## config.mk

```make
export PLATFORM = sky130hd
export DESIGN_NAME = prf
export DESIGN_NICKNAME = d
export VERILOG_FILES = /design/src/prf_pkg.sv /design/src/prf.sv
export SDC_FILE = /design/constraint.sdc
export NUM_CORES = 2
export LEC_CHECK = 0
export BUFFER_PORTS_ARGS = -buffer_cell sky130_fd_sc_hd__buf_2
export CAP_MARGIN = 20
export CORE_MARGIN = 2
export CORE_UTILIZATION = 35
export CTS_CLUSTER_DIAMETER = 60
export DETAILED_ROUTE_END_ITERATION = 6
export PLACE_DENSITY = 0.5
export SLEW_MARGIN = 40
export SYNTH_ARGS = -nofsm -noshare
export SYNTH_HDL_FRONTEND = slang
export SYNTH_SLANG_ARGS = --single-unit
```

## constraint.sdc

```tcl
create_clock -name clk -period 1.7 [get_ports clk]
set_input_delay 0.085 -clock clk [delete_from_list [all_inputs] [get_ports clk]]
set_output_delay 0.085 -clock clk [all_outputs]
set_load 0.05 [all_outputs]
```

## src/prf_pkg.sv

```systemverilog
// Physical register file types
package prf_pkg;

   // Datapath width
   localparam int DW = 32;

   // Physical register index width
   localparam int PRF_AW = 5;

   // Physical registers in the file
   localparam int PRF_DEPTH = 32;

   // Writeback lanes into the register file
   localparam int WW = 2;

   // One data word
   typedef logic [DW-1:0] word_t;

   // Physical register index
   typedef logic [PRF_AW-1:0] preg_t;

   // One writeback into the register file
   typedef struct packed {
      // Write strobe
      logic  we;
      // Destination register
      preg_t waddr;
      // Result value
      word_t wdata;
   } wb_req_t;

endpackage

```

## src/prf.sv

```systemverilog
// Physical register file
`timescale 1ns/1ps

module prf
   import prf_pkg::*;
(
   input  logic             clk,
   input  logic             rst_n,
   // Write ports, one per writeback lane
   input  wb_req_t [WW-1:0] wr,
   // Read addresses
   input  preg_t   [1:0]    rd_addr,
   // Read results
   output word_t   [1:0]    rd_data
);

   // Register array
   word_t regs [PRF_DEPTH];

   // Both lanes write at the rising edge
   always_ff @(posedge clk or negedge rst_n)
   begin
      if (!rst_n)
      begin
         for (int r = 0; r < PRF_DEPTH; r++)
         begin
            regs[r] <= '0;
         end
      end
      else
      begin
         for (int l = 0; l < WW; l++)
         begin
            if (wr[l].we)
            begin
               regs[wr[l].waddr] <= wr[l].wdata;
            end
         end
      end
   end

   // Combinational reads
   // New value appears only after the write edge
   always_comb
   begin
      for (int p = 0; p < 2; p++)
      begin
         rd_data[p] = regs[rd_addr[p]];
      end
   end

   // Renamer never hands one register to two lanes at once
   // Load unit on lane 0 is covered too
   a_no_dup_write : assert property (
      @(posedge clk) disable iff (!rst_n)
      (wr[0].we && wr[1].we) |-> (wr[0].waddr != wr[1].waddr)
   )
      else $error("prf: both lanes write register %0d", wr[0].waddr);

endmodule

```

==> qor.csv <==
metric,value,unit
ys_seq_area_frac,0.391,
wirelength,300000,µm
switching_share,0.340,
die_w,437,µm
min-delay-start,wr[74],
min_period,2.46,ns
tns,-40.14,ns
cts_tree,yes,
dominantRegCellSynth,dfrtp_1,
relSlewSlack,0.464,
violations,"design-rule violations, negative setup slack",
critPathMostFrequentCell,buf_12,
worst_path_max_delay_cell,dfrtp_1,
dp.cells,9640,
r2r_start,regs[504]$_DFF_PN0_,
finalClockSkew,0,ns
grt_overflow,0,
r2r_slack,0.41,ns
synth.ff_latch_count,1024,
power_leakage,38.9,nW
fmax,0.407,GHz
drive_gt1_frac,0.185,
grt_pass1_wl,427000,µm
antenna_found_initial,23,
setup_viol,64,
htree_levels,4,
worstSetupPathType,flop to output pin,
netlist_instances,7010,
syn_area,65500,µm²
hold_depth,4,
root_buffer,clkbuf_16,
synth_edf_count,0,
worst_pin_slew,0.804,ns
yosysUniqueCellTypes,37,
avgSynthCellArea,9.34,µm²
boundaryPins,152,
wl_per_cell,30.0,µm
reg.largest.list,regs (1024),
fillCellCount,17521,
drc_errors,1,
whs_endpoint,regs[313]$_DFF_PN0_,
yosys_warnings,0,
dieArea,191000,µm²
hold_slack,0.0491,ns
critPathMaxStageDelay,0.40,ns
sequentialPowerShare,0.399,
ant_nets,0,
syn2layout_area_growth,26.2,%
maxCapViolCount,0,
grt_usage,0.307,
reg2reg_depth,3,
reg2reg_to,regs[504]$_DFF_PN0_,
clk_pin_slew,0.06,ns
crit_required,1.62,ns
hold_path.class,input port to flop,
rows,158,
top_register,regs,
place.gp.congestion,0.922,
peakVddDrop,1.00,mV
clock_power_share,0.328,
clock_latency,0.79,ns
status,"finished, violations left",
grt_max_degree,77,
hold_viol,0,
cts_sinks,1024,
post-route-worst-setup-slack,-0.760,ns
cp-end-kind,output pin,
rsz0062_at_grt,yes,
slew_viol_final,0,
cts_buffers,135,
comb_power_share,0.273,
coreArea,186000,µm²
port_buffers,151,
worstPathCellList,buf_6 -> mux2i_1 -> a22o_1 -> nor3_2 -> a31oi_1 -> nand3_1 -> buf_12 -> buf_12,
powerDensity,1120,nW/µm²
start_util,0.353,
synthesis.nets,7098,
worstPathArrival,2.37,ns
final_nets,7469,
first_pass_iters,7,
largest_reg_flops,1024,
synth-async-reset-ratio,1.00,
synth_top_area_frac,0.391,
viasPerCell,5.83,
p_int,60.9,mW
via_count,58151,
fin_crit_sh,1.45,
final_cells,9981,
synth_top_area_cell,dfrtp_1,
start_kind,flop,
hpwl,201000,µm
synth_area_leaders,"dfrtp_1 (39%), mux2i_1 (31%), a21oi_1 (5.4%), nand2_1 (4.3%), nor2_1 (3.0%)",
cp_max_fo,2,
drt_iter0_markers,6487,
die-height,437,µm
clockBufferDepth,3,
p_switching,31.3,mW
grt_pass1_vias,55914,
[synth_stat cells (4+ instances only)]
library cell and count:
nor2_1 520, o21ai_1 184, buf_12 12, nor2b_1 4, nor2_2 17, buf_2 281
o21ai_0 328, or3b_1 4, buf_4 45, nor2_8 8, dfrtp_1 1024, a31oi_1 64
nor3_1 64, nor2_4 5, a21oi_1 704, clkbuf_1 373, and3b_1 4, buf_1 23
a22oi_1 192, a22o_1 128, nand3_1 194, nand2b_1 4, mux2i_1 2048, buf_6 13
nand2_1 742
[power groups by stage]
stage          Clock [mW]  Sequential, mW  Combinational [mW]
2_1_floorplan           0            34.9                15.5
3_3_place_gp            0            36.6                22.7
3_5_place_dp            0            36.7                23.3
4_1_cts              30.6            36.4                24.7
5_1_grt              31.6            37.4                27.3
6_report             30.2            36.8                25.2
[metal layers]
metal,up-vias,share of wire,track usage
li1,25795,-,-
met1,29072,0.44,0.431
met2,2611,0.43,0.453
met3,667,0.081,0.0605
met4,6,0.051,0.139
met5,-,0.00012,0
[cell families after synthesis]
| kind of cell | count (synthesis) | synth area share |
|---|---|---|
| multiplexers | 2048 | 0.313 |
| AND/OR/NAND/NOR | 1588 | 0.102 |
| buffers and inverters | 750 | 0.0555 |
| flip-flops | 1024 | 0.391 |
| AO/OA/AOI/OAI | 1600 | 0.138 |
[final cells by class]
cell class	count	area, µm²	share of cell area
flip-flops and latches	1024	25600	0.310
diodes	12	30.0	0.000363
multi-input cells	5236	38000	0.460
well taps	2480	3100	0.0375
clock inverters	59	706	0.00854
repair buffers	984	11300	0.137
clock buffers	186	3910	0.0472
[cell usage in the layout, fill, tap and decap left out, drive strengths merged]
master and instances:
mux2i 2048, dfrtp 1024, buf 912, nand2 742, a21oi 704, nor2 550, o21ai 512, nand3 195
a22oi 192, clkbuf 186, a22o 128, dlygate4sd3 72, nor3 65, a31oi 64, clkinv 25, inv 15
diode 12, bufinv 12, clkinvlp 7, nand3b 5, nor3b 5, nor2b 4, nand2b 4, or3b 4
and3b 4, or2 4, and3 3, and2 2, or3 1
[critical path: cells and delay by family, from the launching register on]
family	cells	cell delay, ns
multiplexers	1	0.17
AND/OR/NAND/NOR	2	0.21
AO/OA/AOI/OAI	2	0.34
buffers and inverters	3	0.44
flip-flops	1	0.40
[how the worst max path moves through the flow]
stage | start | to | slack (ns) | depth (start not counted)
after floorplan | rd_addr[6] | rd_data[32] | 0.002 | 8
after global placement | rd_addr[6] | rd_data[35] | -0.71 | 11
after detailed placement | rd_addr[6] | rd_data[35] | -0.71 | 11
after CTS | regs[803]$_DFF_PN0_ | rd_data[35] | -0.83 | 7
after global routing | regs[781]$_DFF_PN0_ | rd_data[13] | -0.85 | 8
final | regs[781]$_DFF_PN0_ | rd_data[13] | -0.76 | 8
[stage by stage]
step,cell area (µm²),util,power [mW],setup WS [ns]
global placement,75300,0.406,59.3,-0.709
global route,82700,0.445,96.3,-0.851
detailed placement,75300,0.406,60.0,-0.711
finish,82700,0.445,92.2,-0.760
CTS,82300,0.443,91.8,-0.830
floorplan,65500,-,50.4,0.00210
[timing repair]
action	CTS	global route
hold buffers	74	0
endpoints found under the hold margin	2048	0
endpoints found under the setup margin	64	128
setup buffers	14	26
pin swaps	143	111
resized for setup	327	53
No activity file was read; power rests on OpenSTA's default activity.
