**config.mk**
```make
export PLATFORM = sky130hd
export DESIGN_NAME = lsu_timer
export DESIGN_NICKNAME = d
export VERILOG_FILES = /design/src/prf_pkg.sv /design/src/lsu_pkg.sv /design/src/lsu_timer.sv
export SDC_FILE = /design/constraint.sdc
export NUM_CORES = 1
export LEC_CHECK = 0
export BUFFER_PORTS_ARGS = -buffer_cell sky130_fd_sc_hd__buf_2
export CORE_AREA = 2 2 39 41
export DETAILED_ROUTE_END_ITERATION = 10
export DIE_AREA = 0 0 41 43
export GPL_ROUTABILITY_DRIVEN = 0
export PLACE_DENSITY = 0.38
export SLEW_MARGIN = 20
export SYNTH_ARGS = -nofsm -noshare
export SYNTH_HDL_FRONTEND = slang
export SYNTH_SLANG_ARGS = --single-unit
```
**constraint.sdc**
```tcl
create_clock -name clk -period 1 [get_ports clk]
set_input_delay 0 -clock clk [delete_from_list [all_inputs] [get_ports clk]]
set_output_delay 0 -clock clk [all_outputs]
set_load 0.005 [all_outputs]
```
**src/prf_pkg.sv**
```systemverilog
// Physical register file types
package prf_pkg;

   // Datapath width
   localparam int DW = 32;

   // Physical register index width
   localparam int PRF_AW = 5;

   // Physical registers in the file
   localparam int PRF_DEPTH = 32;

   // Writeback lanes into the register file
   localparam int WW = 2;

   // One data word
   typedef logic [DW-1:0] word_t;

   // Physical register index
   typedef logic [PRF_AW-1:0] preg_t;

   // One writeback into the register file
   typedef struct packed {
      // Write strobe
      logic  we;
      // Destination register
      preg_t waddr;
      // Result value
      word_t wdata;
   } wb_req_t;

endpackage

```
**src/lsu_pkg.sv**
```systemverilog
// Load and store unit types
package lsu_pkg;

   import prf_pkg::*;

   // Byte address width, 64 words
   localparam int DMEM_AW = 8;

   // Wait cycles before the memory read
   localparam int LSU_LAT_CYCLES = 3;

   // Byte address into data memory
   typedef logic [DMEM_AW-1:0] daddr_t;

   // Latency down-counter
   typedef logic [1:0] lat_cnt_t;

   // Access size of a load
   typedef enum logic [1:0] {
      LD_BYTE,
      LD_HALF,
      LD_WORD
   } ld_size_e;

   // Load unit sequence
   typedef enum logic [1:0] {
      LSU_IDLE,
      LSU_WAIT,
      LSU_READ,
      LSU_WB
   } lsu_state_e;

   // One load request
   typedef struct packed {
      logic     valid;
      daddr_t   addr;
      ld_size_e size;
      // Sign extend when set
      logic     sext;
      preg_t    dst;
   } ld_req_t;

   // One whole-word store
   typedef struct packed {
      logic   valid;
      // Word aligned
      daddr_t addr;
      word_t  data;
   } st_req_t;

endpackage

```
**src/lsu_timer.sv**
```systemverilog
// Memory latency timer
`timescale 1ns/1ps

module lsu_timer
   import lsu_pkg::*;
(
   input  logic clk,
   input  logic rst_n,
   // Load the count
   input  logic start,
   // Count reached zero
   output logic done
);

   lat_cnt_t cnt;
   // Set while a count is active
   logic     run;

   always_ff @(posedge clk or negedge rst_n)
   begin
      if (!rst_n)
      begin
         cnt <= '0;
         run <= 1'b0;
      end
      else if (start)
      begin
         // Zero is reached after LSU_LAT_CYCLES cycles
         cnt <= lat_cnt_t'(LSU_LAT_CYCLES - 1);
         run <= 1'b1;
      end
      else if (run)
      begin
         if (cnt == '0)
         begin
            run <= 1'b0;
         end
         else
         begin
            cnt <= cnt - 1'b1;
         end
      end
   end

   // Only a started count flags expiry
   assign done = run && (cnt == '0);

   // Sequencer restarts only after expiry
   a_no_restart : assert property (
      @(posedge clk) disable iff (!rst_n)
      start |-> !run
   )
      else $error("lsu_timer: start while counting");

endmodule

```
==> impl_results.md <==
- Status: complete, but fails checks
- Failing checks: setup timing
- Sequential power share: 0.255
- # Max-Cap Violations: 0
- CTS tree: yes
- Io pins: 4
- RSZ-0062 raised after global routing: true
- Nets: 31
- Final total power: between 0.8 and 0.9 mW
- Starting Density: 0.122
- Post-synth EDFFs: 0
- Comb pwr share: 0.486
- Most common cell in the netlist: dfrtp_1
- Ys flop type: dfrtp_1
- CTS Buf Count: 3
- Leakage: around 0.13 nW
- Main combinational cell family by area after synthesis: simple AND/OR/NAND/NOR gates
- TritonRoute pass-1 iters: 1
- Cell Int Power: around 0.58 mW
- Post-DP Area: between 200 and 250 µm²
- Placed cells: 36
- Xor and xnor area share after synthesis: 0
- Post-DP HPWL: roughly 270 µm
- Part of the power in the clock network: 0.260
- Hold Crit Class: in -> reg
- Pre-CTS WS: -0.153 ns
- Critical path startpoint category: flop
- First-pass GRT wire length: ~630 µm
- Worst Path Required: ~1.1 ns
- Die Span Y: approximately 43 µm
- Area contributors post-synth: dfrtp_1 44%, mux2_4 8.9%, nand2b_4 8.1%
- DR WL/cell: slightly below 9 µm
- Final Util: 0.206
- Synth Area per Inst: about 11 µm²
- Crit path capture type: flop
- Detail Route Antenna Nets: 0
- Worst Tran Pin Value: 0.139 ns
- Post-Syn Nets: 19
- Min Tclk post-route: about 1.1 ns
- Grt ovf: 0
- Layout cells sized above 1: 0.615
- CP Class: reg -> reg
- Clock Path Buffers: 2
- Post-route design area: approximately 290 µm²
- Total net switching power: 0.249 mW
- Finish-stage setup viols: 3
- Most frequent cells after synthesis: 3 x dfrtp_1, 2 x inv_1, 2 x nor2_1
- YS warnings: 0
- Post-synthesis compound-gate area fraction: 0.0296
- Synth Area in Simple Gates: 0.319
- Clock Skews: about 0.0057 ns
- CP max FO: 3
- Post-Synth Adder-Cell Area: 0.0741
- Cells after synthesis: 15
- # H-tree levels: 1
- Final period utilization: 1.11
- Top cell type's share of synthesized area: 0.444
- Cell Count, Final, Fillers Out: between 40 and 50
- Slew HR: 0.907
- Worst-path clk slew: 0.04 ns
- Final hold viol count: 0
- Fmax: about 900 MHz
- Port Buffers: 3
- Vias: 140
- Dominant cell type by area after synthesis: dfrtp_1
- Vias in the first global route: approximately 150
- PD cells: 2890 mW/mm²
- Synth async-reset ratio: 1.00
- Post-Syn Area: about 170 µm²
- Yosys reg bits: 3
- Multiplexer area fraction after synthesis: 0.0889
- Total clock sinks: 3
- Distinct cells, synth: 11
- Fin Setup TNS: -0.216 ns
- Largest net degree at the start of global routing: 6
- Worst IR Drop VDD: between 1 and 1.5 mV
- Die area: 0.00176 mm²
- Total GRT Usage: 0.0602
- Row cnt: 14
- Synth-to-Final Area Change: 68.9%
- Via density per instance: around 3.3
- Final hold slack: 0.0460 ns
- Post-synthesis sequential area ratio: 0.444
- Worst Path Arrival: roughly 1.2 ns
- Initial antenna violation count: 0
- Max-slew violations: 0
- Core ar.: 0.00138 mm²
- DRC: 0
- Ant diodes: 0
- Clock Tree Root: clkbuf_4
- Die width: around 41 µm
- Clk_lat worst skew: between 0.2 and 0.25 ns
- Final wirelength: 366 µm
- Fill cells: between 150 and 200
- Setup ws final: -0.108 ns
- Switching part of the total power: 0.302
- Initial DRC count: 0
cell type report:
type,count,area [µm²],share of cell area
Clock buffer,4,26.3,0.0921
Tap cell,16,20.0,0.0702
Multi-Input combinational cell,10,103,0.360
Timing Repair Buffer,7,53.8,0.189
Inverter,2,7.51,0.0263
Sequential cell,3,75.1,0.263
state kept, by name, indices dropped and copies added (netlist names):
signal and count:
cnt 2, run 1
power by group through the flow:
stage / clock [mW] / combinational (mW) / sequential [mW]
4_1_cts: 0.226 / 0.387 / 0.212
6_report: 0.214 / 0.401 / 0.210
2_1_floorplan: 0 / 0.195 / 0.200
3_5_place_dp: 0 / 0.299 / 0.206
5_1_grt: 0.234 / 0.444 / 0.217
3_3_place_gp: 0 / 0.281 / 0.203
critical path: stages (launching register included):
cell and delay, ns:
dfrtp_1 0.38, inv_2 0.07, ha_4 0.13, nand2b_4 0.12, mux2_4 0.29
layer usage:
layer	GRT usage	wire, µm
met5	0	0
met4	0.0200	0
met3	0.0628	44
met2	0.0781	167
met1	0.0641	153
timing repair:
item,CTS,global route
gates cloned,0,0
setup endpoints to repair,3,4
hold buffers,1,0
buffers inserted,1,0
gates resized for setup,4,1
endpoints found under the hold margin,3,0
path summary, 6_finish.rpt:
kind | start | to | slack (ns) | cells past startpoint
max reg2reg | cnt[0] | cnt[0] | -0.11 | 4
min | start | run | 0.05 | 2
min reg2reg | run | cnt[0] | 0.67 | 2
min in group asynchronous | rst_n | run | 0.10 | 2
max in group asynchronous | rst_n | cnt[1] | 0.79 | 2
max | cnt[0] | cnt[0] | -0.11 | 4
cells by family (layout without fill, tap and decap cells):
family / count (synthesis) / count (layout)
multiplexers: 1 / 1
buffers and inverters: 2 / 13
adder cells (fa/ha/maj): 1 / 1
flip-flops: 3 / 3
AO/OA/AOI/OAI: 1 / 1
AND/OR/NAND/NOR: 7 / 7
cell usage in the layout, fill, tap and decap left out, drive strengths merged:
master       synthesis  routed
a21oi                1       1
dlygate4sd3          0       1
and2                 1       1
nand2b               2       2
ha                   1       1
nor2b                1       1
nor2                 2       2
mux2                 1       1
and4bb               1       1
inv                  2       2
dfrtp                3       3
clkbuf               0       4
buf                  0       6
Power figures use the tool's default switching activity.
