==> src/prf_pkg.sv <==
// Physical register file types
package prf_pkg;

   // Datapath width
   localparam int DW = 32;

   // Physical register index width
   localparam int PRF_AW = 5;

   // Physical registers in the file
   localparam int PRF_DEPTH = 32;

   // Writeback lanes into the register file
   localparam int WW = 2;

   // One data word
   typedef logic [DW-1:0] word_t;

   // Physical register index
   typedef logic [PRF_AW-1:0] preg_t;

   // One writeback into the register file
   typedef struct packed {
      // Write strobe
      logic  we;
      // Destination register
      preg_t waddr;
      // Result value
      word_t wdata;
   } wb_req_t;

endpackage

==> src/lsu_pkg.sv <==
// Load and store unit types
package lsu_pkg;

   import prf_pkg::*;

   // Byte address width, 64 words
   localparam int DMEM_AW = 8;

   // Wait cycles before the memory read
   localparam int LSU_LAT_CYCLES = 3;

   // Byte address into data memory
   typedef logic [DMEM_AW-1:0] daddr_t;

   // Latency down-counter
   typedef logic [1:0] lat_cnt_t;

   // Access size of a load
   typedef enum logic [1:0] {
      LD_BYTE,
      LD_HALF,
      LD_WORD
   } ld_size_e;

   // Load unit sequence
   typedef enum logic [1:0] {
      LSU_IDLE,
      LSU_WAIT,
      LSU_READ,
      LSU_WB
   } lsu_state_e;

   // One load request
   typedef struct packed {
      logic     valid;
      daddr_t   addr;
      ld_size_e size;
      // Sign extend when set
      logic     sext;
      preg_t    dst;
   } ld_req_t;

   // One whole-word store
   typedef struct packed {
      logic   valid;
      // Word aligned
      daddr_t addr;
      word_t  data;
   } st_req_t;

endpackage

==> src/lsu_fsm.sv <==
// Load unit sequencer
`timescale 1ns/1ps

module lsu_fsm
   import prf_pkg::*;
   import lsu_pkg::*;
(
   input  logic    clk,
   input  logic    rst_n,
   // Request from issue, one-cycle strobe
   input  ld_req_t ld_req,
   // Latency expired
   input  logic    tmr_done,
   // Loaded word, one cycle after the read strobe
   input  word_t   mem_data,
   // Starts the latency count
   output logic    tmr_start,
   // Memory read strobe
   output logic    mem_rd,
   // Latched request to the memory
   output ld_req_t mem_ld,
   // Writeback toward the mux
   output wb_req_t lsu_wb,
   // High while a load is in flight
   output logic    busy
);

   lsu_state_e state;
   lsu_state_e state_nxt;
   ld_req_t    req_q;
   logic       accept;

   // Request taken only in idle
   assign accept = (state == LSU_IDLE) && ld_req.valid;

   // Idle, wait, read, writeback
   always_comb
   begin
      state_nxt = state;
      case (state)
         LSU_IDLE:
         begin
            if (accept)
            begin
               state_nxt = LSU_WAIT;
            end
         end
         LSU_WAIT:
         begin
            if (tmr_done)
            begin
               state_nxt = LSU_READ;
            end
         end
         // Memory result is registered during this cycle
         LSU_READ: state_nxt = LSU_WB;
         LSU_WB:   state_nxt = LSU_IDLE;
         default:  state_nxt = LSU_IDLE;
      endcase
   end

   always_ff @(posedge clk or negedge rst_n)
   begin
      if (!rst_n)
      begin
         state <= LSU_IDLE;
      end
      else
      begin
         state <= state_nxt;
      end
   end

   // Request held for the whole sequence
   always_ff @(posedge clk)
   begin
      if (accept)
      begin
         req_q <= ld_req;
      end
   end

   assign tmr_start = accept;
   assign mem_rd    = (state == LSU_READ);
   assign mem_ld    = req_q;
   assign busy      = (state != LSU_IDLE);

   // Loaded word goes to the latched destination
   assign lsu_wb.we    = (state == LSU_WB);
   assign lsu_wb.waddr = req_q.dst;
   assign lsu_wb.wdata = mem_data;

   // Issue must hold loads while the unit is busy
   a_no_req_busy : assert property (
      @(posedge clk) disable iff (!rst_n)
      ld_req.valid |-> !busy
   )
      else $error("lsu_fsm: load request while busy");

endmodule

==> config.mk <==
export PLATFORM = sky130hd
export DESIGN_NAME = lsu_fsm
export DESIGN_NICKNAME = d
export VERILOG_FILES = /design/src/prf_pkg.sv /design/src/lsu_pkg.sv /design/src/lsu_fsm.sv
export SDC_FILE = /design/constraint.sdc
export NUM_CORES = 1
export LEC_CHECK = 0
export BUFFER_PORTS_ARGS = -buffer_cell sky130_fd_sc_hd__buf_2
export CAP_MARGIN = 20
export CORE_MARGIN = 4
export CORE_UTILIZATION = 35
export CTS_CLUSTER_DIAMETER = 80
export DETAILED_ROUTE_END_ITERATION = 8
export PLACE_DENSITY = 0.88
export SLEW_MARGIN = 10
export SYNTH_ARGS = -nofsm -noshare
export SYNTH_HDL_FRONTEND = slang
export SYNTH_SLANG_ARGS = --single-unit
==> constraint.sdc <==
create_clock -name clk -period 3.6 [get_ports clk]
set_input_delay 0.18 -clock clk [delete_from_list [all_inputs] [get_ports clk]]
set_output_delay 0.18 -clock clk [all_outputs]
set_load 0.01 [all_outputs]
==> results.toml <==
[outcome]
outcome = "finished, final reports clean"

[cts]
clk_latency_ns = 0.29
cts_root_buf = "clkbuf_4"
cts.sinks = 19
cts_buffer_depth = 2
clkTransAtPathRegs_ns = 0.10
h-tree-depth = 1
cts_tree = "built"
cts_buffers = 3

[critical_path]
cp-start-kind = "flip-flop"
max_stage_delay_ns = 0.60
crit_chain = "inv_1, ha_1, and2_1, buf_2"
crit_path_end = "tmr_start"
timing.rr.start = "state[0]$_DFFE_PN0P_"
setup.worst_path.start = "state[0]$_DFFE_PN0P_"
critPathKind = "flip-flop to output pin"
r2r-end = "mem_ld[13]$_DFFE_PP_"
cp_data_arrival_time_ns = 1.88
setup.worst_path.end_class = "output pin"
path_buf_inv = 2
cp_max_fo = 18
critPathSlowestCell = "and2_1"
crit_family = "simple AND/OR/NAND/NOR gates"
r2r_slack_ns = 1.90
required_ns = 3.42
ff2ff_path_depth = 3
cp.depth = 4

[final_layout]
finalNetCount = 141
drive_above_1_share_pct = 60.2
finalNonFillerCells = 113
insertedDiodeCount = 0
syn2layout_area_growth_pct = 2.22

[sta]
fin_crit_sh_pct = 57.3
rsz0062_at_grt = "no"
fin_crit_ns = 2.06
hold_violations = 0
finalSetupTns_ns = 0
slew_headroom_pct = 52.0
worst_clock_skew_ns = 0.00701
tightest_slew_ns = 0.720
finalSetupViolations = 0
drv_slew = 0
clock.fmax_mhz = 485

[synth]
avgSynthCellArea_um2 = 13.7
synth_cell_type_count = 11
synth_fp_nets = 127
seq_area_frac_synth_pct = 58.4
yosys_warnings = 0
synth_cells = 70
ys_seq_elements = 19
synth_area_um2 = 960

[grt]
antenna_found_initial = 0
grt_max_degree = 19
grt_overflow = 0
grt_pass1_vias = 479
grt_use_total_pct = 8.74
grt_first_pass_wirelength_um = 2190

[pwr]
irDropWorstVdd_v = 0.000308
leakage_nw = 0.448
powerDensity_mw_per_mm2 = 632

[die]
die_h_um = 60.4
die_w_um = 60.4
die-area_mm2 = 0.00364
core-area_mm2 = 0.00254
row_count = 18
io-pin-count = 110
initial_utilization_pct = 37.7

[drt]
drtIter0Drc = 18
drc = 0
dr.pass1.iters = 3
wl_per_cell_um = 15.6
drtAntennaViolNets = 0
routed_via_density = 4.47
via_count = 505
routed_wirelength_um = 1760

[job]
max_cap_violations = 0

[hold_path]
hp-class = "input pin to flip-flop"
holdCritStartpoint = "ld_req[1]"

[placement]
gp_congestion = 0.678
place_inst = 108
dp_hpwl_um = 1440
io_buffers = 45
[placed cells by master (no fill, tap or decap)]
cell           instances
dfrtp_1                2
buf_2                 45
inv_1                  3
and2_1                 1
mux2_1                 1
clkbuf_1               1
clkbuf_4               3
edfxtp_1              17
mux2i_1                1
inv_2                  1
dlygate4sd3_1          1
ha_1                   5
o22ai_2                1
nor2_1                 1
[state kept, by name, summed over array words and instances (netlist names)]
register	cells
state	2
lsu_wb	5
mem_ld	12
[power breakdown]
| part | switching (mW) | internal (mW) | leakage, nW | total, mW |
|---|---|---|---|---|
| Sequential | 0.0199 | 0.296 | 0.180 | 0.316 |
| Clock | 0.0572 | 0.0431 | 0.0150 | 0.100 |
| Combinational | 0.119 | 0.0843 | 0.253 | 0.204 |
| Total | 0.197 | 0.423 | 0.448 | 0.620 |
[worst register-to-register path, delay by kind of cell (launching register included)]
kind / cells / cell delay (ns)
and+or+nand+nor: 1 / 0.60
DFF: 1 / 0.41
adders and majority gates: 1 / 0.19
buffers and inverters: 1 / 0.13
[kinds of logic after synthesis]
logic type,share of synthesized area [%]
mux,2.22
flops,58.4
buf+inv,30.5
compound gates,1.30
simple gates,1.04
fa+ha+maj,6.52
[worst min path at each step]
| stage | to | slack [ns] | cells past startpoint |
|---|---|---|---|
| after floorplan | state[0]$_DFFE_PN0P_ | -0.12 | 0 |
| after global placement | state[0]$_DFFE_PN0P_ | -0.04 | 1 |
| after CTS | lsu_wb[33]$_DFFE_PP_ | 0.05 | 1 |
| final | lsu_wb[33]$_DFFE_PP_ | 0.06 | 1 |
| after global routing | lsu_wb[34]$_DFFE_PP_ | 0.04 | 1 |
| after detailed placement | state[0]$_DFFE_PN0P_ | -0.03 | 1 |
[cell type report]
cell class / count / area [um2]
tap: 30 / 37.5
sequential: 19 / 561
clock buffer: 4 / 26.3
inverter: 4 / 15.0
fill: 236 / 1560
timing repair buffer: 46 / 235
multi-input combinational: 10 / 106
[timing repair]
| item | CTS | global route |
|---|---|---|
| hold buffers | 1 | 0 |
| hold endpoints to repair | 2 | 0 |
| buffers inserted | 0 | 0 |
| gates resized for setup | 0 | 0 |
[through the flow]
| stage | util, % | total power [mW] | hold WS (ns) | instance area (um2) | setup slack (ns) |
|---|---|---|---|---|---|
| after floorplan | - | 0.485 | -0.116 | 960 | 2.02 |
| after global placement | 37.1 | 0.510 | -0.0356 | 945 | 1.90 |
| after detailed placement | 37.1 | 0.527 | -0.0314 | 945 | 1.85 |
| after CTS | 38.5 | 0.628 | 0.0496 | 981 | 1.52 |
| after global routing | 38.5 | 0.660 | 0.0440 | 981 | 1.39 |
| final | 38.5 | 0.620 | 0.0581 | 981 | 1.54 |
[Yosys cell counts, drive strengths merged]
cell type,number,area (um2)
and2,1,6.26
buf,37,278
mux2,1,11.3
o22ai,1,12.5
mux2i,1,10.0
nor2,1,3.75
ha,5,62.6
inv,4,15.0
edfxtp,17,510
dfrtp,2,50.1
[metal layers]
metal / track usage, % / wire (um) / vias to the layer above
met4: 12.3 / 171 / 0
met2: 14.5 / 758 / 45
met3: 2.98 / 407 / 26
met5: 0 / 0 / -
met1: 6.68 / 426 / 217
li1: - / - / 217
Power figures use the tool's default switching activity.
