## config.mk

```make
export PLATFORM = sky130hd
export DESIGN_NAME = wb_mux
export DESIGN_NICKNAME = d
export VERILOG_FILES = /design/src/prf_pkg.sv /design/src/wb_mux.sv
export SDC_FILE = /design/constraint.sdc
export NUM_CORES = 1
export LEC_CHECK = 0
export BUFFER_PORTS_ARGS = -buffer_cell sky130_fd_sc_hd__buf_2
export CAP_MARGIN = 20
export CORE_AREA = 2 2 75 77
export DETAILED_ROUTE_END_ITERATION = 12
export DIE_AREA = 0 0 77 79
export PLACE_DENSITY = 0.65
export RECOVER_POWER = 50
export SLEW_MARGIN = 15
export SYNTH_ARGS = -nofsm -noshare
export SYNTH_HDL_FRONTEND = slang
export SYNTH_SLANG_ARGS = --single-unit
```

## constraint.sdc

```tcl
create_clock -name vclk -period 1.15
set_clock_uncertainty 0.2 [all_clocks]
set_input_delay 0.23 -clock vclk [all_inputs]
set_output_delay 0.23 -clock vclk [all_outputs]
set_load 0.01 [all_outputs]
```

## src/prf_pkg.sv

```systemverilog
// Physical register file types
package prf_pkg;

   // Datapath width
   localparam int DW = 32;

   // Physical register index width
   localparam int PRF_AW = 5;

   // Physical registers in the file
   localparam int PRF_DEPTH = 32;

   // Writeback lanes into the register file
   localparam int WW = 2;

   // One data word
   typedef logic [DW-1:0] word_t;

   // Physical register index
   typedef logic [PRF_AW-1:0] preg_t;

   // One writeback into the register file
   typedef struct packed {
      // Write strobe
      logic  we;
      // Destination register
      preg_t waddr;
      // Result value
      word_t wdata;
   } wb_req_t;

endpackage

```

## src/wb_mux.sv

```systemverilog
// Writeback lane arbiter
`timescale 1ns/1ps

module wb_mux
   import prf_pkg::*;
(
   // Results from the execute lanes
   input  wb_req_t [WW-1:0] ex_wb,
   // Result from the load unit
   input  wb_req_t          lsu_wb,
   // Ready levels from the ROB
   input  logic    [WW-1:0] rob_ready,
   // Ready levels back to the execute lanes
   output logic    [WW-1:0] wb_ready,
   // Merged write ports of the register file
   output wb_req_t [WW-1:0] prf_wr
);

   // Lane 0 is shared between execute and load unit
   // Load unit always has priority
   always_comb
   begin
      if (lsu_wb.we)
      begin
         prf_wr[0] = lsu_wb;
      end
      else
      begin
         prf_wr[0] = ex_wb[0];
      end

      // Displaced execute result must be held and retried
      wb_ready[0] = rob_ready[0] & ~lsu_wb.we;

      // Remaining lanes pass straight through
      for (int i = 1; i < WW; i++)
      begin
         prf_wr[i]   = ex_wb[i];
         wb_ready[i] = rob_ready[i];
      end
   end

   // Execute lane 0 sees back-pressure in every load writeback cycle
   always_comb
   begin
      a_lane0_blocked : assert final (!(lsu_wb.we && wb_ready[0]))
         else $error("wb_mux: lane 0 ready during load writeback");
   end

endmodule

```

==> metrics, run 1 <==
max incr delay on CP 0.31 ns; grt ovf 0; share of cells above drive strength 1 0.988; gr usage total 0.0860; WL final 3.15 mm; post-synthesis cell area 790 µm²; drt pass-1 iters 3; setup ws final -0.215 ns; violated checks setup timing; Initial Util 0.148; Antenna Cells 0; PD cells 436 nW/µm²; crit start category input pin; global-route wire length before repair 4.18 mm; Slew headroom 0.950; Syn. warnings 0; Final Max Tran Viols 0; max_cap viols 0; DIE WIDTH 77 µm; syn avg cell area 9.63 µm²; routed vias/inst 3.83; # IOs 194; layout net count 278; critical path type in2out; final setup vio count 39; commonest cells after routing, fill and taps aside buf_2, mux2_4, buf_6, buf_12, buf_16; Post-DP HPWL 2.54 mm; Placer Congestion 0.667; Via Count 888; commonest non-fill, non-tap cell in the layout buf_2; Syn Inst Count 82; Slew @ Worst Pin 0.0748 ns; DRT iter0 DRCs 8; period utilisation layout 1.19; pre-CTS setup slack -0.365 ns; RSZ-0062 raised after global routing yes; chip height 79 µm; number of cell rows 27; Critical Path RT 0.72 ns; CP Data Arrival Time 0.93 ns; initial antenna violation count 0; DIE AREA 6080 µm²; Buf+Inv Stages, Crit Path 3; FF+latch count 0; Synth Net Count 198; run status complete, but fails checks; setup total negative slack -7.56 ns; maximum VDD drop 0.000182 V; Top delay family on crit path buffers and inverters; Setup crit end kind primary output; fin util 0.300; fmax 733 MHz; storage element area 0 µm²; Layout Area Growth over Synthesis 103%; final hold violations 0; critical-path cell list buf_12, buf_12, mux2_4, buf_6; crit-path max FO 8; ANT nets after route 0; post-CTS setup buffer count 0; CORE AREA 5340 µm²; Hold Crit Class in2out; total design power 0.698 mW; Post-route DRC 0; number of global-route vias before repair 831; port bufs 116; min Tclk post-route 1.36 ns; register area share after synthesis 0; WL/cell 13.6 µm; Synth cell types 6; Lkg Pwr 0.901 nW; pin count of the biggest net entering global routing 9; most frequent CP cell buf_12; Crit-path slowest cell mux2_4; # clk buffers 0
[cells in the mapped netlist]
cell type | count | share of area
buf_4 | 41 | 0.39
mux2_2 | 29 | 0.41
mux2_4 | 8 | 0.15
buf_6 | 2 | 0.029
nor2b_1 | 1 | 0.0079
or2_1 | 1 | 0.0079
[power breakdown]
group | switching, mW | internal [mW]
clock | 0 | 0
sequential | 0 | 0
combinational | 0.227 | 0.471
[per-layer routing]
| layer | part of all wire | up-vias | global-route usage |
|---|---|---|---|
| li1 | - | 396 | - |
| met1 | 0.35 | 389 | 0.0959 |
| met2 | 0.48 | 91 | 0.158 |
| met3 | 0.14 | 12 | 0.0330 |
| met4 | 0.018 | 0 | 0.0143 |
| met5 | 0 | - | 0 |
[area by class of cell]
cell class | count | area [µm²]
repair buffers | 121 | 942
well taps | 72 | 90.1
multi-input cells | 39 | 568
fillers | 567 | 3740
[repair_timing]
action / CTS / global route
cloned: 2 / 0
endpoints found under the setup margin: 39 / 39
hold buffers: 0 / 0
gates resized for setup: 53 / 0
pin swaps: 1 / 0
[logic make-up (layout without fill, tap and decap cells)]
kind of cell | after synthesis | count (layout) | share of synthesized area
simple gates | 2 | 2 | 0.0159
buf+inv | 43 | 121 | 0.418
mux | 37 | 37 | 0.566
[worst paths after layout]
path,startpoint,endpoint,slack (ns),cells past startpoint
worst max-delay path,lsu_wb[37],prf_wr[2],-0.21,4
worst min-delay path,ex_wb[46],prf_wr[46],0.26,0
[stage by stage]
| step | hold WS [ns] | cell area (µm²) | instances |
|---|---|---|---|
| floorplan | 0.352 | 885 | 82 |
| global placement | 0.260 | 1260 | 230 |
| detailed placement | 0.260 | 1260 | 230 |
| CTS | 0.260 | 1600 | 232 |
| global route | 0.260 | 1600 | 232 |
| finish | 0.260 | 1600 | 232 |
No activity file was read; power rests on OpenSTA's default activity.
==> run 2, diff against run 1 <==
--- a/config.mk
+++ b/config.mk
@@ -11,8 +11,9 @@
 export DETAILED_ROUTE_END_ITERATION = 12
 export DIE_AREA = 0 0 77 79
 export PLACE_DENSITY = 0.65
-export RECOVER_POWER = 50
+export RECOVER_POWER = 100
 export SLEW_MARGIN = 15
 export SYNTH_ARGS = -nofsm -noshare
 export SYNTH_HDL_FRONTEND = slang
 export SYNTH_SLANG_ARGS = --single-unit
+export TNS_END_PERCENT = 30
==> metrics, run 2 (same netlist as run 1, synthesis figures left out) <==
max incr delay on CP 0.34 ns; gr usage total 0.100; post-CTS setup buffer count 0; number of global-route vias before repair 1001; pin count of the biggest net entering global routing 12; drt pass-1 iters 2; CORE AREA 5340 µm²; Critical Path RT 0.72 ns; ANT nets after route 0; placed cell area 1170 µm²; WL final 3.66 mm; hold_sp ex_wb[60]; Slew @ Worst Pin 0.106 ns; fillers 540; number of cell rows 27; Placed Instances 229; chip height 79 µm; DRT iter0 DRCs 4; Slew headroom 0.929; share of cells above drive strength 1 0.988; PD cells 439 nW/µm²; # IOs 194; initial antenna violation count 0; crit-path max FO 7; period utilisation layout 1.21; violated checks setup timing; storage element area 0 µm²; Setup crit end kind primary output; Via Count 917; crit start category input pin; Final Max Tran Viols 0; grt ovf 0; RSZ-0062 raised after global routing yes; Layout Area Growth over Synthesis 110%; FF+latch count 0; Post-route DRC 0; commonest cells after routing, fill and taps aside buf_2, buf_6, mux2_4, buf_16; Lkg Pwr 0.924 nW; # clk buffers 0; DIE WIDTH 77 µm; layout net count 280; total design power 0.727 mW; max_cap viols 0; critical-path cell list buf_16, buf_12, mux2_2, buf_6; maximum VDD drop 0.000163 V; Final Instance Area 1660 µm²; fmax 716 MHz; Post-DP HPWL 2.60 mm; port bufs 116; hold-critical path endpoint prf_wr[60]; routed vias/inst 3.92; Initial Util 0.148; Antenna Cells 0; setup ws final -0.246 ns; WL/cell 15.7 µm; run status complete, but fails checks; Crit-path slowest cell mux2_2; final setup vio count 39; Placer Congestion 0.653; min Tclk post-route 1.40 ns; CP Data Arrival Time 0.97 ns; global-route wire length before repair 4.88 mm; final hold violations 0; commonest non-fill, non-tap cell in the layout buf_2; hold path cells 0; Hold Crit Class in2out; DIE AREA 6080 µm²; Final Non-Filler Cells 234; critical path type in2out
run 2: metal layers:
layer	vias to the layer above	track usage	part of all wire
met5	-	0	0
met4	0	0.00714	0.0079
met3	2	0.0250	0.14
met2	113	0.211	0.49
met1	397	0.103	0.37
li1	405	-	-
run 2: layout make-up:
| cell class | count | area [µm²] | share of cell area |
|---|---|---|---|
| multi-input cells | 39 | 561 | 0.338 |
| well taps | 72 | 90.1 | 0.0543 |
| repair buffers | 123 | 1010 | 0.608 |
run 2: how the worst max path moves through the flow:
| stage | from | endpoint |
|---|---|---|
| after global routing | lsu_wb[37] | prf_wr[6] |
| after CTS | lsu_wb[37] | prf_wr[2] |
| final | lsu_wb[37] | prf_wr[2] |
| after detailed placement | lsu_wb[37] | prf_wr[6] |
| after global placement | lsu_wb[37] | prf_wr[7] |
| after floorplan | lsu_wb[37] | prf_wr[28] |
run 2: where the power goes:
| group | internal, mW | switching [mW] | leakage [nW] |
|---|---|---|---|
| clock network | 0 | 0 | 0 |
| logic | 0.488 | 0.239 | 0.924 |
| registers | 0 | 0 | 0 |
run 2: what timing repair did:
item                                    CTS  global route
cloned                                    3             2
gates resized for setup                  53            19
pin swaps                                 1             0
hold endpoints to repair                  0             0
hold buffers                              0             0
endpoints found under the setup margin   39            39
run 2: stage by stage:
step           utilization  hold WS (ns)  setup TNS (ns)  setup slack, ns
2_1_floorplan            -         0.352          -0.941          -0.0712
4_1_cts              0.284         0.260           -8.72           -0.266
3_3_place_gp         0.219         0.260          -10.99           -0.319
6_report             0.311         0.260           -8.38           -0.246
5_1_grt              0.311         0.260           -9.19           -0.272
3_5_place_dp         0.219         0.260          -11.30           -0.337
run 2: worst max-delay path: cells and delay by family:
kind,cells,cell delay (ns)
buffers and inverters,3,0.39
muxes,1,0.34
