### src/prf_pkg.sv
// Physical register file types
package prf_pkg;

   // Datapath width
   localparam int DW = 32;

   // Physical register index width
   localparam int PRF_AW = 5;

   // Physical registers in the file
   localparam int PRF_DEPTH = 32;

   // Writeback lanes into the register file
   localparam int WW = 2;

   // One data word
   typedef logic [DW-1:0] word_t;

   // Physical register index
   typedef logic [PRF_AW-1:0] preg_t;

   // One writeback into the register file
   typedef struct packed {
      // Write strobe
      logic  we;
      // Destination register
      preg_t waddr;
      // Result value
      word_t wdata;
   } wb_req_t;

endpackage

### src/lsu_pkg.sv
// Load and store unit types
package lsu_pkg;

   import prf_pkg::*;

   // Byte address width, 64 words
   localparam int DMEM_AW = 8;

   // Wait cycles before the memory read
   localparam int LSU_LAT_CYCLES = 3;

   // Byte address into data memory
   typedef logic [DMEM_AW-1:0] daddr_t;

   // Latency down-counter
   typedef logic [1:0] lat_cnt_t;

   // Access size of a load
   typedef enum logic [1:0] {
      LD_BYTE,
      LD_HALF,
      LD_WORD
   } ld_size_e;

   // Load unit sequence
   typedef enum logic [1:0] {
      LSU_IDLE,
      LSU_WAIT,
      LSU_READ,
      LSU_WB
   } lsu_state_e;

   // One load request
   typedef struct packed {
      logic     valid;
      daddr_t   addr;
      ld_size_e size;
      // Sign extend when set
      logic     sext;
      preg_t    dst;
   } ld_req_t;

   // One whole-word store
   typedef struct packed {
      logic   valid;
      // Word aligned
      daddr_t addr;
      word_t  data;
   } st_req_t;

endpackage

### src/lsu_dmem.sv
// Data memory with load alignment
`timescale 1ns/1ps

module lsu_dmem
   import prf_pkg::*;
   import lsu_pkg::*;
(
   input  logic    clk,
   input  logic    rst_n,
   // Whole-word store
   input  st_req_t st,
   // Load read strobe
   input  logic    rd_en,
   // Latched load request
   input  ld_req_t ld,
   // Aligned and extended load value
   output word_t   rd_data
);

   // Word array, index drops the byte offset
   word_t       mem [2**(DMEM_AW-2)];
   word_t       word_sel;
   logic [7:0]  byte_sel;
   logic [15:0] half_sel;
   word_t       ld_val;

   // Store writes at the edge that samples it
   always_ff @(posedge clk or negedge rst_n)
   begin
      if (!rst_n)
      begin
         for (int w = 0; w < 2**(DMEM_AW-2); w++)
         begin
            mem[w] <= '0;
         end
      end
      else if (st.valid)
      begin
         mem[st.addr[DMEM_AW-1:2]] <= st.data;
      end
   end

   // Byte or halfword picked by the low address bits
   always_comb
   begin
      word_sel = mem[ld.addr[DMEM_AW-1:2]];
      byte_sel = word_sel[{ld.addr[1:0], 3'b000} +: 8];
      half_sel = word_sel[{ld.addr[1], 4'b0000} +: 16];
      case (ld.size)
         LD_BYTE: ld_val = {{(DW-8){ld.sext & byte_sel[7]}}, byte_sel};
         LD_HALF: ld_val = {{(DW-16){ld.sext & half_sel[15]}}, half_sel};
         default: ld_val = word_sel;
      endcase
   end

   // Result ready the cycle after the strobe
   always_ff @(posedge clk)
   begin
      if (rd_en)
      begin
         rd_data <= ld_val;
      end
   end

   // Loads naturally aligned
   a_ld_align : assert property (
      @(posedge clk) disable iff (!rst_n)
      rd_en |-> !((ld.size == LD_HALF) && ld.addr[0])
             && !((ld.size == LD_WORD) && (ld.addr[1:0] != 2'b00))
   )
      else $error("lsu_dmem: misaligned load at %0h", ld.addr);

   // Stores are whole words
   a_st_align : assert property (
      @(posedge clk) disable iff (!rst_n)
      st.valid |-> (st.addr[1:0] == 2'b00)
   )
      else $error("lsu_dmem: misaligned store at %0h", st.addr);

endmodule

### config.mk
export PLATFORM = sky130hd
export DESIGN_NAME = lsu_dmem
export DESIGN_NICKNAME = d
export VERILOG_FILES = /design/src/prf_pkg.sv /design/src/lsu_pkg.sv /design/src/lsu_dmem.sv
export SDC_FILE = /design/constraint.sdc
export NUM_CORES = 2
export LEC_CHECK = 0
export BUFFER_PORTS_ARGS = -buffer_cell sky130_fd_sc_hd__buf_2
export CAP_MARGIN = 30
export CORE_UTILIZATION = 55
export CTS_CLUSTER_SIZE = 30
export DETAILED_ROUTE_END_ITERATION = 16
export MAX_ROUTING_LAYER = met4
export PLACE_DENSITY = 0.71
export SYNTH_ARGS = -nofsm -noshare
export SYNTH_HDL_FRONTEND = slang
export SYNTH_SLANG_ARGS = --single-unit
### constraint.sdc
create_clock -name clk -period 3.15 [get_ports clk]
set_clock_uncertainty 0.2 [all_clocks]
set_input_delay 0.315 -clock clk [delete_from_list [all_inputs] [get_ports clk]]
set_output_delay 0.315 -clock clk [all_outputs]
set_load 0.01 [all_outputs]
==> flow_metrics.py <==
metrics = {
    "synthesis": {
        "synth_top_area_share": 0.542,
        "synthArstFlopShare": 0.985,
        "syn_avg_cell_area_um2": 16.3,
        "yosys.cell_types.count": 61,
        "ys_warn_count": 0,
        "yosysSeqAreaShare": 0.552,
        "synth_area_leaders": "dfrtp_1 54%, mux2_2 25%, mux4_2 14%",
        "synth-edff-count": 32,
        "synth-seq-cells": 2080,
        "syn_inst": 5810,
        "yosysTopAreaCell": "dfrtp_1",
        "syn_area_mm2": 0.0945,
        "yosys_most_used_dff": "dfrtp_1",
        "syn-num-nets": 5871,
    },
    "drt": {
        "via_per_inst": 6.55,
        "post_drt_wl_per_cell_um": 32.8,
        "drc_errors": 0,
        "drtPass1Iterations": 6,
        "drt_iter0_markers": 4923,
        "ant_nets": 0,
        "vias": 55300,
        "wirelength_um": 277000,
    },
    "critical_path": {
        "timing.rr.end": "rd_data[24]",
        "cp.required_ns": 3.64,
        "r2r_slack_ns": 0.13,
        "cp-end-kind": "flop",
        "crit_fanout": 16,
        "arrival_ns": 3.51,
        "criticalPathCategory": "reg2reg",
        "ff2ff_path_depth": 9,
        "crit_path_start_kind": "flop",
        "r2r-start": "mem[431]",
    },
    "power": {
        "ir_worst_vdd_v": 0.000586,
        "sw_frac_of_total": 0.246,
        "p_comb_frac": 0.137,
        "pwr-share-clk": 0.384,
        "p_seq_frac": 0.480,
        "power.leakage_nw": 49.8,
        "p_switching_mw": 16.5,
        "power.density_mw_per_mm2": 618,
        "p_int_mw": 50.4,
    },
    "placement": {
        "dp_cells": 8001,
        "hpwl_um": 173000,
        "io_buffers": 84,
        "place.gp.congestion": 0.963,
    },
    "layout": {
        "multi_input_area_mm2": 0.0400,
        "utilization": 0.637,
        "final_common_cell": "mux2_2",
        "regArea_mm2": 0.0522,
        "final_cell_mix": "2068 x mux2_2, 2048 x dfrtp_1, 590 x mux4_2",
        "drive_gt1_frac": 0.586,
        "fill_cells": 12100,
        "stdcell_count": 8442,
        "area_delta_synth_final_pct": 14.5,
        "nNetsFinal": 6099,
    },
    "global_route": {
        "grt_pass1_wl_um": 409000,
        "grt_start_max_net_pins": 137,
        "grt_pass1_vias": 57600,
        "grt-ovfl-total": 0,
        "grtUsageTotal": 0.336,
        "antenna_found_initial": 8,
    },
    "sta": {
        "slew_headroom": 0.288,
        "fin_crit_ns": 3.02,
        "finalSetupTns_ns": 0,
        "slew_violations": 0,
        "hold_slack_ns": 0.0849,
        "tightest_slew_ns": 1.07,
        "rsz0062_at_grt": "false",
        "fmax_mhz": 331,
        "setup_viol": 0,
        "period_share": 0.958,
        "hold_viol": 0,
    },
    "floorplanning": {
        "die_w_um": 417,
        "die_area_mm2": 0.174,
        "row_count": 151,
        "design.core.area_mm2": 0.170,
        "pin_count": 93,
        "start_util": 0.556,
        "fp.dieH_um": 417,
    },
    "clocking": {
        "ctsHtreeMaxLevel": 4,
        "clock_path_buffers": 3,
        "cts_buffers": 210,
        "path_clk_slew_ns": 0.06,
        "cts_root_buffer": "clkbuf_16",
        "clk_latency_ns": 0.88,
        "post-cts-setup-buffers": 0,
        "clock-sinks": 2080,
        "cts_tree": "yes",
    },
    "min_path": {
        "hold_class": "in2reg",
        "hold_end": "mem[799]",
        "hold_start": "st[31]",
        "holdPathStages": 2,
    },
    "job": {
        "cap_violations": 0,
    },
    "outcome": {
        "status": "completed",
    },
}
per-layer routing:
| layer | vias to the layer above | GRT usage | share of wire | wire [um] |
|---|---|---|---|---|
| met4 | 0 | 0.156 | 0.055 | 15100 |
| met2 | 1935 | 0.507 | 0.47 | 130000 |
| met3 | 576 | 0.0567 | 0.065 | 17900 |
| met5 | - | - | 0 | 0 |
| li1 | 22200 | - | - | - |
| met1 | 30600 | 0.451 | 0.41 | 114000 |
logic make-up (layout without fill, tap and decap cells):
family | count (synthesis) | after routing | synth area share
compound gates | 158 | 158 | 0.0116
buf+inv | 595 | 1003 | 0.0289
flops | 2080 | 2080 | 0.552
mux | 2727 | 2727 | 0.395
other cells | 0 | 6 | 0
simple gates | 250 | 250 | 0.0120
registers in the layout, summed over array words and instances (netlist names):
name     cells
rd_data     32
mem       2048
how the worst max path moves through the flow:
stage / from / end / slack (ns) / cells past startpoint
final: mem[431] / rd_data[24] / 0.13 / 9
after global routing: mem[303] / rd_data[17] / 0.04 / 9
after CTS: mem[7] / rd_data[14] / 0.07 / 8
after detailed placement: ld[10] / rd_data[14] / -0.51 / 10
after global placement: ld[10] / rd_data[2] / -0.42 / 10
after floorplan: ld[10] / rd_data[2] / -0.02 / 11
stage by stage:
stage / area [um2] / setup slack [ns] / power, mW
floorplan: 94700 / -0.0180 / 38.3
global placement: 100000 / -0.422 / 41.1
detailed placement: 101000 / -0.513 / 41.6
CTS: 108000 / 0.0686 / 67.2
global route: 108000 / 0.0370 / 69.3
finish: 108000 / 0.131 / 66.9
power groups by stage:
stage,clock network (mW),logic [mW],registers (mW)
after floorplan,0,6.41,31.9
after global placement,0,8.76,32.3
after detailed placement,0,9.06,32.5
after CTS,26.0,9.14,32.1
after global routing,27.0,9.76,32.5
final,25.7,9.15,32.1
final cells by class:
type,instances,share of cell area
clock inverter,68,0.00732
multi-input combinational,3135,0.370
sequential,2080,0.482
inverter,7,0.000243
clock buffer,324,0.0585
timing repair buffer,604,0.0562
antenna,6,0.000139
tap,2218,0.0256
cells in the mapped netlist, drive strengths merged, types with 3 or more instances:
master / number
o32ai: 8
clkbuf: 364
a21oi: 19
a2bb2oi: 5
or2: 4
a22oi: 13
nand3b: 5
inv: 7
o21ai: 36
edfxtp: 32
o221ai: 10
mux2: 2068
a211oi: 8
and2: 10
nor2b: 14
dfrtp: 2048
a221oi: 13
nand2: 89
or3: 6
nand3: 11
mux4: 595
nand2b: 4
buf: 224
nor3: 11
a31o: 3
o22ai: 21
mux2i: 64
nor2: 83
nand4: 3
critical path, cell delays in order (launching register included):
cell and delay, ns:
dfrtp_1 0.34, mux4_2 0.25, nor2_1 0.05, or4b_1 0.53, o2111a_1 0.17, buf_4 0.17, or2_2 0.30, mux4_2 0.50
buf_12 0.17, o22ai_1 0.18
timing repair:
action | 4_1_cts | 5_1_grt
resized for setup | 0 | 3
hold buffers | 29 | 7
setup endpoints to repair | 0 | 14
endpoints found under the hold margin | 2650 | 400
Note: power is estimated with default switching activity, not from simulation.
